$ cat src/common/req_proto_pkg.sv
// request protocol definitions
// decoded sub-WQE layout, transport service types and the network
// opcodes that the transmit request thread classifies on
package req_proto_pkg;

    // width of a queue pair number
    localparam int QPN_WIDTH = 24;

    // transport service types
    localparam logic [2:0] SRV_RC = 3'd0;
    localparam logic [2:0] SRV_UC = 3'd1;
    localparam logic [2:0] SRV_UD = 3'd3;

    // send opcodes that end a message
    localparam logic [4:0] OP_SEND_LAST     = 5'd2;
    localparam logic [4:0] OP_SEND_LAST_IMM = 5'd3;
    localparam logic [4:0] OP_SEND_ONLY     = 5'd4;
    localparam logic [4:0] OP_SEND_ONLY_IMM = 5'd5;

    // rdma write opcodes that end a message
    localparam logic [4:0] OP_WRITE_LAST     = 5'd8;
    localparam logic [4:0] OP_WRITE_LAST_IMM = 5'd9;
    localparam logic [4:0] OP_WRITE_ONLY     = 5'd10;
    localparam logic [4:0] OP_WRITE_ONLY_IMM = 5'd11;

    // rdma read request range, first to only
    localparam logic [4:0] OP_READ_FIRST  = 5'd12;
    localparam logic [4:0] OP_READ_MIDDLE = 5'd13;
    localparam logic [4:0] OP_READ_LAST   = 5'd14;
    localparam logic [4:0] OP_READ_ONLY   = 5'd15;

    // marks the MR request that writes a CQE
    localparam logic [4:0] OP_GEN_CQE = 5'd30;

    // decoded sub-WQE, msb first
    typedef struct packed {
        logic [QPN_WIDTH-1:0] local_qpn;
        logic [4:0]           verbs_opcode;
        logic [QPN_WIDTH-1:0] remote_qpn;
        logic [4:0]           net_opcode;
        logic [2:0]           service_type;
        logic                 inline_flag;
        logic [31:0]          lkey;
        logic [63:0]          laddr;
        logic [15:0]          pkt_length;
        logic [31:0]          msg_length;
        logic [1:0]           spare;
    } sub_wqe_t;

endpackage

$ cat src/common/mr_req_pkg.sv
// memory translation and completion queue request definitions
// queue contexts from the context station, MR request head,
// CQ request and response heads, MR flag positions and the
// phase of the MR request being issued
package mr_req_pkg;

    // bytes in one completion queue entry
    localparam logic [31:0] CQE_LENGTH = 32'd32;

    // bit positions inside the MR flags word
    localparam logic [4:0] MR_FLAG_ABSOLUTE    = 5'd30;
    localparam logic [4:0] MR_FLAG_RELATIVE    = 5'd29;
    localparam logic [4:0] MR_FLAG_LOCAL_WRITE = 5'd0;

    // QP and CQ context fields used by the request thread
    typedef struct packed {
        logic [31:0] qp_pd;
        logic [23:0] cqn;
        logic [4:0]  cq_log_size;
        logic [31:0] cq_lkey;
        logic [31:0] cq_pd;
    } cxt_t;

    // head of a request to the memory translation station
    typedef struct packed {
        logic [31:0] length;
        logic [63:0] laddr;
        logic [31:0] lkey;
        logic [31:0] pd;
        logic [31:0] flags;
        logic        bypass;
        logic [23:0] queue_index;
    } mr_head_t;

    // completion queue slot request
    typedef struct packed {
        logic [31:0] ring_bytes;
        logic [23:0] cqn;
    } cq_req_t;

    // slot address returned by the CQ manager
    typedef struct packed {
        logic [63:0] laddr;
    } cq_resp_t;

    // which MR request is on the output
    typedef enum logic [1:0] {
        PH_NONE,
        PH_BYPASS,
        PH_DATA,
        PH_CQ
    } req_phase_e;

endpackage

$ cat src/hdl/wqe_latch.sv
// sub-WQE and context capture
// holds the accepted request for the whole sequence and derives
// the bypass, completion and CQ path decisions from it
`timescale 1ns/1ns

module wqe_latch
    import req_proto_pkg::*, mr_req_pkg::*;
(
    input  logic     clk,
    input  logic     rst,
    input  logic     capture,
    input  cxt_t     egress_head,
    input  sub_wqe_t egress_data,
    output sub_wqe_t wqe,
    output cxt_t     cxt,
    output logic     bypass,
    output logic     need_cpl,
    output logic     cq_path
);

    logic is_inline;
    logic is_read;
    logic unreliable;
    logic ends_message;

    always_ff @(posedge clk or posedge rst) begin
        if (rst) begin
            wqe <= '0;
            cxt <= '0;
        end else if (capture) begin
            wqe <= egress_data;
            cxt <= egress_head;
        end
    end

    assign is_inline = wqe.inline_flag;
    assign is_read   = wqe.net_opcode inside {[OP_READ_FIRST:OP_READ_ONLY]};

    // completion only for UC and UD
    assign unreliable = (wqe.service_type == SRV_UC) || (wqe.service_type == SRV_UD);

    // last or only packet of a send or write
    assign ends_message = wqe.net_opcode inside {
        OP_SEND_LAST, OP_SEND_LAST_IMM, OP_SEND_ONLY, OP_SEND_ONLY_IMM,
        OP_WRITE_LAST, OP_WRITE_LAST_IMM, OP_WRITE_ONLY, OP_WRITE_ONLY_IMM
    };

    // no translation needed for inline payload or read requests
    assign bypass   = is_inline || is_read;
    assign need_cpl = unreliable && ends_message;

    // inline requests always produce a CQE
    assign cq_path = is_inline || (need_cpl && !is_read);

endmodule

$ cat src/hdl/thread_fsm.sv
// request sequencing FSM
// walks one request through the bypass or data MR request and the
// optional CQ slot exchange, raising one handshake per state
`timescale 1ns/1ns

module thread_fsm
    import mr_req_pkg::*;
(
    input  logic       clk,
    input  logic       rst,
    input  logic       egress_valid,
    output logic       egress_ready,
    output logic       capture,
    input  logic       bypass,
    input  logic       cq_path,
    output logic       mr_valid,
    input  logic       mr_ready,
    output req_phase_e phase,
    output logic       cq_req_valid,
    input  logic       cq_req_ready,
    input  logic       cq_resp_valid,
    output logic       cq_resp_ready,
    output logic       cq_resp_take
);

    typedef enum logic [2:0] {
        IDLE,
        JUDGE,
        BYPASS,
        FETCH_DATA_MR,
        CQ_REQ,
        CQ_RESP,
        FETCH_CQ_MR
    } state_e;

    state_e state;
    state_e state_next;
    logic   mr_fire;

    assign mr_fire = mr_valid && mr_ready;

    always_ff @(posedge clk or posedge rst) begin
        if (rst) begin
            state <= IDLE;
        end else begin
            state <= state_next;
        end
    end

    always_comb begin
        state_next = state;
        case (state)
            IDLE: begin
                if (capture) begin
                    state_next = JUDGE;
                end
            end
            // classification settles on the held sub-WQE here
            JUDGE: begin
                state_next = bypass ? BYPASS : FETCH_DATA_MR;
            end
            BYPASS, FETCH_DATA_MR: begin
                if (mr_fire) begin
                    state_next = cq_path ? CQ_REQ : IDLE;
                end
            end
            CQ_REQ: begin
                if (cq_req_valid && cq_req_ready) begin
                    state_next = CQ_RESP;
                end
            end
            CQ_RESP: begin
                if (cq_resp_take) begin
                    state_next = FETCH_CQ_MR;
                end
            end
            FETCH_CQ_MR: begin
                if (mr_fire) begin
                    state_next = IDLE;
                end
            end
            default: state_next = IDLE;
        endcase
    end

    assign egress_ready  = (state == IDLE);
    assign capture       = egress_valid && egress_ready;
    assign cq_req_valid  = (state == CQ_REQ);
    assign cq_resp_ready = (state == CQ_RESP);
    assign cq_resp_take  = cq_resp_valid && cq_resp_ready;

    assign phase = (state == BYPASS)        ? PH_BYPASS :
                   (state == FETCH_DATA_MR) ? PH_DATA   :
                   (state == FETCH_CQ_MR)   ? PH_CQ     : PH_NONE;

    assign mr_valid = (phase != PH_NONE);

endmodule

$ cat src/hdl/req_encoder.sv
// MR and CQ request encoder
// builds the MR request head and data for the current phase and the
// CQ slot request head from the held sub-WQE and contexts
`timescale 1ns/1ns

module req_encoder
    import req_proto_pkg::*, mr_req_pkg::*;
#(
    parameter int QP_NUM_LOG = 12
) (
    input  logic       clk,
    input  logic       rst,
    input  req_phase_e phase,
    input  sub_wqe_t   wqe,
    input  cxt_t       cxt,
    input  logic       cq_resp_take,
    input  cq_resp_t   cq_resp_head,
    output mr_head_t   mr_head,
    output sub_wqe_t   mr_data,
    output cq_req_t    cq_req_head
);

    logic [63:0]          slot_laddr;
    logic [QPN_WIDTH-1:0] queue_index;

    // CQE slot address held for the CQ MR request
    always_ff @(posedge clk or posedge rst) begin
        if (rst) begin
            slot_laddr <= '0;
        end else if (cq_resp_take) begin
            slot_laddr <= cq_resp_head.laddr;
        end
    end

    assign queue_index = QPN_WIDTH'(wqe.local_qpn[QP_NUM_LOG-1:0]);

    always_comb begin
        mr_head             = '0;
        mr_head.queue_index = queue_index;
        case (phase)
            PH_BYPASS: begin
                mr_head.bypass = 1'b1;
            end
            PH_DATA: begin
                mr_head.length                  = {16'd0, wqe.pkt_length};
                mr_head.laddr                   = wqe.laddr;
                mr_head.lkey                    = wqe.lkey;
                mr_head.pd                      = cxt.qp_pd;
                mr_head.flags[MR_FLAG_ABSOLUTE] = 1'b1;
            end
            PH_CQ: begin
                mr_head.length                     = CQE_LENGTH;
                mr_head.laddr                      = slot_laddr;
                mr_head.lkey                       = cxt.cq_lkey;
                mr_head.pd                         = cxt.cq_pd;
                mr_head.flags[MR_FLAG_RELATIVE]    = 1'b1;
                mr_head.flags[MR_FLAG_LOCAL_WRITE] = 1'b1;
            end
            default: begin
            end
        endcase
    end

    // CQE write is tagged through the opcode
    always_comb begin
        mr_data = wqe;
        if (phase == PH_CQ) begin
            mr_data.net_opcode = OP_GEN_CQE;
        end
    end

    // ring size in bytes is one CQE times the entry count
    assign cq_req_head.ring_bytes = CQE_LENGTH << cxt.cq_log_size;
    assign cq_req_head.cqn        = cxt.cqn;

endmodule

$ cat src/hdl/req_thread_top.sv
// transmit request thread
// accepts one sub-WQE with its contexts, issues the MR request and,
// when a completion is due, the CQ slot exchange and CQE MR request
`timescale 1ns/1ns

module req_thread_top
    import req_proto_pkg::*, mr_req_pkg::*;
#(
    parameter int QP_NUM_LOG = 12
) (
    input  logic     clk,
    input  logic     rst,

    // from the context station
    input  logic     cxt_egress_valid,
    input  cxt_t     cxt_egress_head,
    input  sub_wqe_t cxt_egress_data,
    output logic     cxt_egress_ready,

    // to the memory translation station
    output logic     mr_ingress_valid,
    output mr_head_t mr_ingress_head,
    output sub_wqe_t mr_ingress_data,
    input  logic     mr_ingress_ready,

    // CQ manager
    output logic     cq_req_valid,
    output cq_req_t  cq_req_head,
    input  logic     cq_req_ready,
    input  logic     cq_resp_valid,
    input  cq_resp_t cq_resp_head,
    output logic     cq_resp_ready
);

    logic       capture;
    logic       bypass;
    logic       cq_path;
    logic       cq_resp_take;
    req_phase_e phase;
    sub_wqe_t   wqe;
    cxt_t       cxt;

    wqe_latch u_wqe_latch (
        .clk         (clk),
        .rst         (rst),
        .capture     (capture),
        .egress_head (cxt_egress_head),
        .egress_data (cxt_egress_data),
        .wqe         (wqe),
        .cxt         (cxt),
        .bypass      (bypass),
        .need_cpl    (),
        .cq_path     (cq_path)
    );

    thread_fsm u_thread_fsm (
        .clk           (clk),
        .rst           (rst),
        .egress_valid  (cxt_egress_valid),
        .egress_ready  (cxt_egress_ready),
        .capture       (capture),
        .bypass        (bypass),
        .cq_path       (cq_path),
        .mr_valid      (mr_ingress_valid),
        .mr_ready      (mr_ingress_ready),
        .phase         (phase),
        .cq_req_valid  (cq_req_valid),
        .cq_req_ready  (cq_req_ready),
        .cq_resp_valid (cq_resp_valid),
        .cq_resp_ready (cq_resp_ready),
        .cq_resp_take  (cq_resp_take)
    );

    req_encoder #(
        .QP_NUM_LOG (QP_NUM_LOG)
    ) u_req_encoder (
        .clk          (clk),
        .rst          (rst),
        .phase        (phase),
        .wqe          (wqe),
        .cxt          (cxt),
        .cq_resp_take (cq_resp_take),
        .cq_resp_head (cq_resp_head),
        .mr_head      (mr_ingress_head),
        .mr_data      (mr_ingress_data),
        .cq_req_head  (cq_req_head)
    );

endmodule

$ cat config.mk
export PLATFORM = sky130hd
export DESIGN_NAME = req_thread_top
export DESIGN_NICKNAME = d
export VERILOG_FILES = /design/src/common/req_proto_pkg.sv /design/src/common/mr_req_pkg.sv /design/src/hdl/wqe_latch.sv /design/src/hdl/thread_fsm.sv /design/src/hdl/req_encoder.sv /design/src/hdl/req_thread_top.sv
export SDC_FILE = /design/constraint.sdc
export NUM_CORES = 1
export LEC_CHECK = 0
export ABC_AREA = 1
export BUFFER_PORTS_ARGS = -buffer_cell sky130_fd_sc_hd__buf_2
export CAP_MARGIN = 40
export CORE_AREA = 10 10 336 338
export DETAILED_ROUTE_END_ITERATION = 8
export DIE_AREA = 0 0 346 348
export GPL_ROUTABILITY_DRIVEN = 1
export PLACE_DENSITY_LB_ADDON = 0.25
export SLEW_MARGIN = 20
export SYNTH_ARGS = -nofsm -noshare
export SYNTH_HDL_FRONTEND = slang
export SYNTH_SLANG_ARGS = --single-unit
$ cat constraint.sdc
create_clock -name clk -period 16.85 [get_ports clk]
set_clock_uncertainty 0.05 [all_clocks]
set_input_delay 4.2125 -clock clk [delete_from_list [all_inputs] [get_ports clk]]
set_output_delay 4.2125 -clock clk [all_outputs]
set_load 0.02 [all_outputs]
; ---- Word level (Yosys, flattened, before mapping)
; Index checks and enable logic that the tools add are counted.
[totals]
register_bits = 400
in_bits = 403
out_inout_bits = 485
word_cells = 77
[classes]
magnitude_cmp = 2
n_eq_ne = 24
shift = 1
muxes = 16
n_reduce_logical = 16
[ops]
columns = cell, n
row1 = $pmux W144 S2, 1
row2 = $shl A6 B5 Y32 const A, 1
row3 = $eq A5 B4 Y1 const B, 4
row4 = $mux W3, 6
row5 = $pmux W3 S6, 1
row6 = $eq A5 B2 Y1 const B, 2
row7 = $eq A5 B3 Y1 const B, 2
row8 = $eq A3 B2 Y1 const B, 3
row9 = $eq A3 B3 Y1 const B, 3
row10 = $reduce_bool A8 Y1, 1
row11 = $logic_and A1 B1 Y1, 7
row12 = $eq A3 B1 Y1 const B, 2
row13 = $mux W2, 3
row14 = $ne A2 B2 Y1 const B, 3
row15 = $ge A5 B4 Y1 const B, 1
row16 = $le A5 B4 Y1 const B, 1
row17 = $mux W5, 1
row18 = $reduce_and A5 Y1, 1
row19 = $eq A2 B2 Y1 const B, 2
row20 = $mux W1, 4
row21 = $ne A2 B1 Y1 const B, 2
row22 = $logic_not A3 Y1, 1
row23 = $logic_or A1 B1 Y1, 3
row24 = $eq A2 B1 Y1 const B, 1
row25 = other kinds (3), 3

; ---- Logic depth before layout (Yosys ltp)
; Gate-level depths: netlist of the first run.
[logic_depth]
ltp_word = 8
ltp_mapped = 8
depth_no_buf = 8

; ---- Hierarchy
; From an unflattened synthesis of the first run, not the netlist that was laid out.
[hier_totals]
hier_cells = 1787
area_unflattened_um2 = 20823.7
[by_module_without_submodules]
columns = mod, n_inst, cells_each, area_each_um2, seq_area_each_um2
row1 = wqe_latch, 1, 725, 13980.9, 8333.0
row2 = req_encoder, 1, 1018, 6583.8, 1601.5
row3 = thread_fsm, 1, 44, 259.0, 75.1

; ---- Worst setup path after synthesis of the first run
; OpenSTA, ideal clock, no wires.
[synth_timing]
kind = reg-to-output
from = register u_thread_fsm.state[2]
to = output port mr_ingress_head[69] in the netlist's numbering
t_arrival_ns = 1.622
required_time_ns = 12.588
path_slack_ns = 10.966
path_stages_with_launch = 7
path_buffers = 3
cell_sequence = dfrtp_1 -> buf_2 -> nor2_1 -> nand2_1 -> buf_2 -> buf_2 -> o21ai_0
[synth_lines]
columns = item, line_no
row1 = "start, declared", thread_fsm.sv:36  ; state_e state;
row2 = "start signal, assigned", thread_fsm.sv:46  ; state <= state_next;
row3 = "end, declared", req_thread_top.sv:22  ; output mr_head_t mr_ingress_head,

==> results_dict.tcl, run 1 <==
set metrics [dict create \
    status "finished, final reports clean" \
    cts_tree "done" \
    post_cts_buffers 0 \
    root_buffer "clkbuf_16" \
    totalPowerFinal_uw 4929 \
    core_sq_um 106300 \
    setup_violations 0 \
    post_drt_wl_per_cell_microns 20.04 \
    dp_cells 4269 \
    cp_data_required_time_ns 12.59 \
    crit_type "flip-flop to primary output" \
    vias_per_cell 3.953 \
    tightest_slew_ns 1.074 \
    max_freq_mhz 130.3 \
    yosysSeqAreaShare 0.5099 \
    vias 17308 \
    p_leak_uw 0.01370 \
    slew_headroom 0.2838 \
    clk_pin_slew_ns 0.06 \
    hpwlAfterDp_microns 64800 \
    row_count 120 \
    antenna_found_initial 38 \
    min_period_over_period 0.4555 \
    max-cap-violations 0 \
    start_util 0.1847 \
    dieArea_sq_um 120400 \
    fin_setup_tns_ns 0 \
    fin_crit_ns 7.676 \
    yosys_warnings 0 \
    worst-path-max-fanout 58 \
    cts_resized 0 \
    die_height_microns 348 \
    clockBufferDepth 3 \
    fin_cells 4379 \
    critical_path.endpoint_type "primary output" \
    finalWeightedCongestion 0.8004 \
    ioPinCount 888 \
    htree_levels 2 \
    antenna_left 0 \
    cp-start-kind "flip-flop" \
    syn_to_final_growth_pct 26.68 \
    port_buffers 825 \
    hold_viol 0 \
    die_width_microns 346 \
    layout-drive-gt1-share 0.3216 \
    first_pass_iters 7 \
    nets 3327 \
    ir_worst_vdd_mv 0.1069 \
    grt_pass1_vias 17967 \
    ys_types 26 \
    min_path_type "flip-flop to flip-flop" \
    grt-ovfl-total 0 \
    route.detailed.drc 0 \
    numCtsBuffers 51 \
    final_cell_mix "buf_2, nand2_1, dfrtp_1" \
    grt_max_degree 203 \
    avgSynthCellArea_sq_um 8.155 \
    synthCells 2407 \
    routed_wl_microns 87740 \
    cts_hold_buf 0 \
    ys_ff_latch 400 \
    clock-sinks 400 \
    clk_latency_ns 0.62 \
    power_density_nw_per_um2 198.2 \
    layout_commonest_cell "buf_2" \
    worstPathArrival_ns 3.41 \
    grt_usage 0.1392 \
    syn-cell-area_sq_um 19630 \
    rsz0062_at_grt "false" \
    drt_iter0_markers 1062 \
    slew_viol_final 0 \
    grt_pass1_wl_microns 127100 \
]
==> path summary, 6_finish.rpt <==
path                       cells past startpoint  slack [ns]                    to                  start
max                                            7        9.17  mr_ingress_head[146]  u_thread_fsm.state[2]
min                                            2        0.41   u_wqe_latch.cxt[84]    u_wqe_latch.cxt[84]
max reg2reg                                    9       13.52   u_wqe_latch.cxt[98]  u_thread_fsm.state[0]
min reg2reg                                    2        0.41   u_wqe_latch.cxt[84]    u_wqe_latch.cxt[84]
max in group asynchronous                      5       11.50   u_wqe_latch.wqe[68]                    rst
min in group asynchronous                      2        3.47  u_wqe_latch.wqe[190]                    rst
==> kinds of logic after synthesis <==
group	share of synthesized area
other	0.0001910
buffers and inverters	0.1833
and+or+nand+nor	0.2320
AOI/OAI and AO/OA	0.07458
DFF	0.5099
==> critical path, cell delays in order (launching register included) <==
cell,delay [ns]
dfrtp_1,0.60
nand2_2,0.32
inv_6,0.47
buf_4,0.52
buf_12,0.29
nand2_1,0.08
o21ai_0,0.17
buf_2,0.25
==> state kept, by name, indices dropped and copies added (netlist names) <==
name / count
u_wqe_latch.is_inline: 1
u_wqe_latch.cxt: 125
u_thread_fsm.state: 3
u_req_encoder.slot_laddr: 64
u_wqe_latch.wqe: 207
==> stage by stage <==
step	worst slack (ns)	util	cell area (sq um)	hold slack, ns
2_1_floorplan	1.463	-	19860	0.3922
3_3_place_gp	9.490	0.2161	22980	0.3990
3_5_place_dp	9.518	0.2168	23050	0.4030
4_1_cts	8.802	0.2325	24710	0.4173
5_1_grt	8.838	0.2337	24850	0.4305
6_report	9.174	0.2339	24870	0.4126
==> per-layer routing <==
metal,vias to the layer above,wire [microns],global-route usage
met4,24,1787,0.03198
met1,8232,36620,0.1712
met5,-,155,0
met3,124,7515,0.05029
met2,636,41660,0.2311
li1,8292,-,-
==> synthesized netlist by cell type, drive strengths merged <==
| master | count | area, sq um |
|---|---|---|
| o21ai | 127 | 635.6 |
| nor4 | 3 | 18.77 |
| buf | 412 | 2846 |
| inv | 163 | 611.8 |
| clkinv | 1 | 3.750 |
| clkbuf | 36 | 135.1 |
| nand3b | 2 | 15.01 |
| a21oi | 151 | 793.3 |
| a22o | 4 | 35.03 |
| nor3 | 11 | 55.05 |
| nand3 | 257 | 1286 |
| dfrtp | 400 | 10010 |
| conb | 1 | 3.750 |
| nor2 | 190 | 723.2 |
| nand4 | 4 | 25.02 |
| nand2 | 645 | 2431 |
==> power breakdown <==
part | internal, uW | leakage [uW] | switching, uW | total (uW)
clock | 644 | 0.000823 | 465 | 1110
combinational | 607 | 0.00814 | 1530 | 2130
sequential | 1410 | 0.00474 | 273 | 1680
total | 2660 | 0.0137 | 2270 | 4930
==> layout make-up <==
type	count	area (sq um)
clock buffer	73	1490
fill	11998	81440
tap	1403	1755
clock inverter	19	172.7
inverter	164	628.1
multi-input combinational	1456	6270
antenna	13	32.53
sequential	400	10010
timing repair buffer	851	4508
Note: power is estimated with default switching activity, not from simulation.
==> run 2: changes to the inputs <==
- CORE_AREA: 10 10 336 338 -> 10 10 335 337
- DIE_AREA: 0 0 346 348 -> 0 0 345 347
- clock period: 16.85 -> 6.4 ns (I/O delays scaled with it)
==> run 2 against run 1 <==
Combinational power rose to 2.7 times the previous value. Register-to-register slack worse by 10 ns. Core utilization up 0.40 points. First-iteration DRC count down 9.1%. Non-clock buffer count up 1. Sequential share of layout area down 0.24 points. Via count up 0.76%. Critical path type unchanged.
==> results_dict.tcl, run 2 (same netlist as run 1, synthesis figures left out) <==
set metrics [dict create \
    fin_cells 4373 \
    finalWeightedCongestion 0.8523 \
    status "finished, final reports clean" \
    clockBufferDepth 3 \
    slowest_stage "buf_4" \
    grt_max_degree 137 \
    route.detailed.drc 0 \
    post_drt_wl_per_cell_microns 20.75 \
    root_buffer "clkbuf_16" \
    drt_iter0_markers 965 \
    slew_headroom 0.4169 \
    die_width_microns 345 \
    ir_worst_vdd_mv 0.3024 \
    p_leak_uw 0.01378 \
    dp_slack_ns 2.223 \
    port_buffers 825 \
    grt_pass1_wl_microns 130300 \
    regMostFlops "u_wqe_latch.wqe" \
    syn_to_final_growth_pct 27.44 \
    hold_viol 0 \
    core_sq_um 105100 \
    numCtsBuffers 53 \
    clock-sinks 400 \
    dp_cells 4262 \
    start_util 0.1867 \
    critical_path.endpoint_type "primary output" \
    slew_viol_final 0 \
    clk_latency_ns 0.60 \
    nets 3330 \
    cp_cell_sequence "nor2_1 > nand2_4 > buf_4 > o21ai_0 > buf_2" \
    antenna_found_initial 45 \
    fin_ws_ns 1.689 \
    post_cts_buffers 0 \
    row_count 119 \
    cp-start-kind "flip-flop" \
    min_path_type "flip-flop to flip-flop" \
    first_pass_iters 5 \
    fin_setup_tns_ns 0 \
    vias 17440 \
    cts_tree "done" \
    tightest_slew_ns 0.8747 \
    grt-ovfl-total 0 \
    max_freq_mhz 212.3 \
    hpwlAfterDp_microns 68860 \
    fin_crit_ns 4.711 \
    crit_type "flip-flop to primary output" \
    layout_commonest_cell "buf_2" \
    vias_per_cell 3.988 \
    worstPathArrival_ns 3.06 \
    critPathTopFamily "buffers and inverters" \
    antenna_left 0 \
    setup_violations 0 \
    totalPowerFinal_uw 13300 \
    layout-drive-gt1-share 0.3248 \
    routed_wl_microns 90750 \
    final_cell_mix "buf_2, nand2_1, dfrtp_1" \
    critPathMaxStageDelay_ns 0.62 \
    die_height_microns 347 \
    htree_levels 2 \
    dieArea_sq_um 119700 \
    cp_num_buf_inv 2 \
    max-cap-violations 0 \
    power_density_nw_per_um2 531.6 \
    cts_hold_buf 0 \
    min_period_over_period 0.7360 \
    clk_pin_slew_ns 0.05 \
    utilization 0.2380 \
    fillers 11816 \
    cp_data_required_time_ns 4.75 \
    top_regs "u_wqe_latch.wqe: 207 flops, u_wqe_latch.cxt: 125 flops, u_req_encoder.slot_laddr: 64 flops" \
    cts_resized 0 \
    rsz0062_at_grt "false" \
    grt_pass1_vias 18012 \
    worst-path-max-fanout 57 \
    ioPinCount 888 \
    grt_usage 0.1442 \
    largest_reg_flops 207 \
]
run 2: path summary, 6_finish.rpt:
path	slack, ns	depth (start not counted)	to	startpoint
min in group asynchronous	0.88	2	u_wqe_latch.wqe[164]	rst
max in group asynchronous	4.32	3	u_wqe_latch.cxt[36]	rst
worst min-delay path	0.41	2	u_wqe_latch.wqe[32]	u_wqe_latch.wqe[32]
worst max-delay path	1.69	5	mr_ingress_head[66]	u_thread_fsm.state[2]
worst min register to register	0.41	2	u_wqe_latch.wqe[32]	u_wqe_latch.wqe[32]
worst max register to register	3.30	8	u_wqe_latch.cxt[121]	u_thread_fsm.state[0]
run 2: layout make-up:
| class | count | area [sq um] | share of cell area |
|---|---|---|---|
| multi-input combinational | 1456 | 6270 | 0.2507 |
| clock inverter | 23 | 241.5 | 0.009654 |
| tap | 1391 | 1740 | 0.06958 |
| inverter | 164 | 624.3 | 0.02496 |
| sequential | 400 | 10010 | 0.4002 |
| timing repair buffer | 852 | 4496 | 0.1797 |
| antenna | 11 | 27.53 | 0.001100 |
| clock buffer | 76 | 1605 | 0.06418 |
run 2: per-layer routing:
metal | share of wire | global-route usage
met5 | 0.0035 | 0
met4 | 0.029 | 0.04443
met3 | 0.093 | 0.06100
met2 | 0.47 | 0.2367
met1 | 0.40 | 0.1691
run 2: worst min-delay path: cells and delay by family (launching register included):
family / cells / cell delay, ns
flops: 1 / 0.34
simple gates: 2 / 0.09
run 2: per-stage QoR:
| step | instance area, sq um | hold WS (ns) |
|---|---|---|
| floorplan | 19860 | 0.3922 |
| global placement | 23040 | 0.3994 |
| detailed placement | 23110 | 0.4029 |
| CTS | 24960 | 0.4181 |
| global route | 25010 | 0.4319 |
| finish | 25010 | 0.4121 |
run 2: report_power, final:
group,switching [uW],internal (uW),total (uW)
clock,1250,1900,3150
combinational,4080,1590,5680
sequential,752,3720,4470
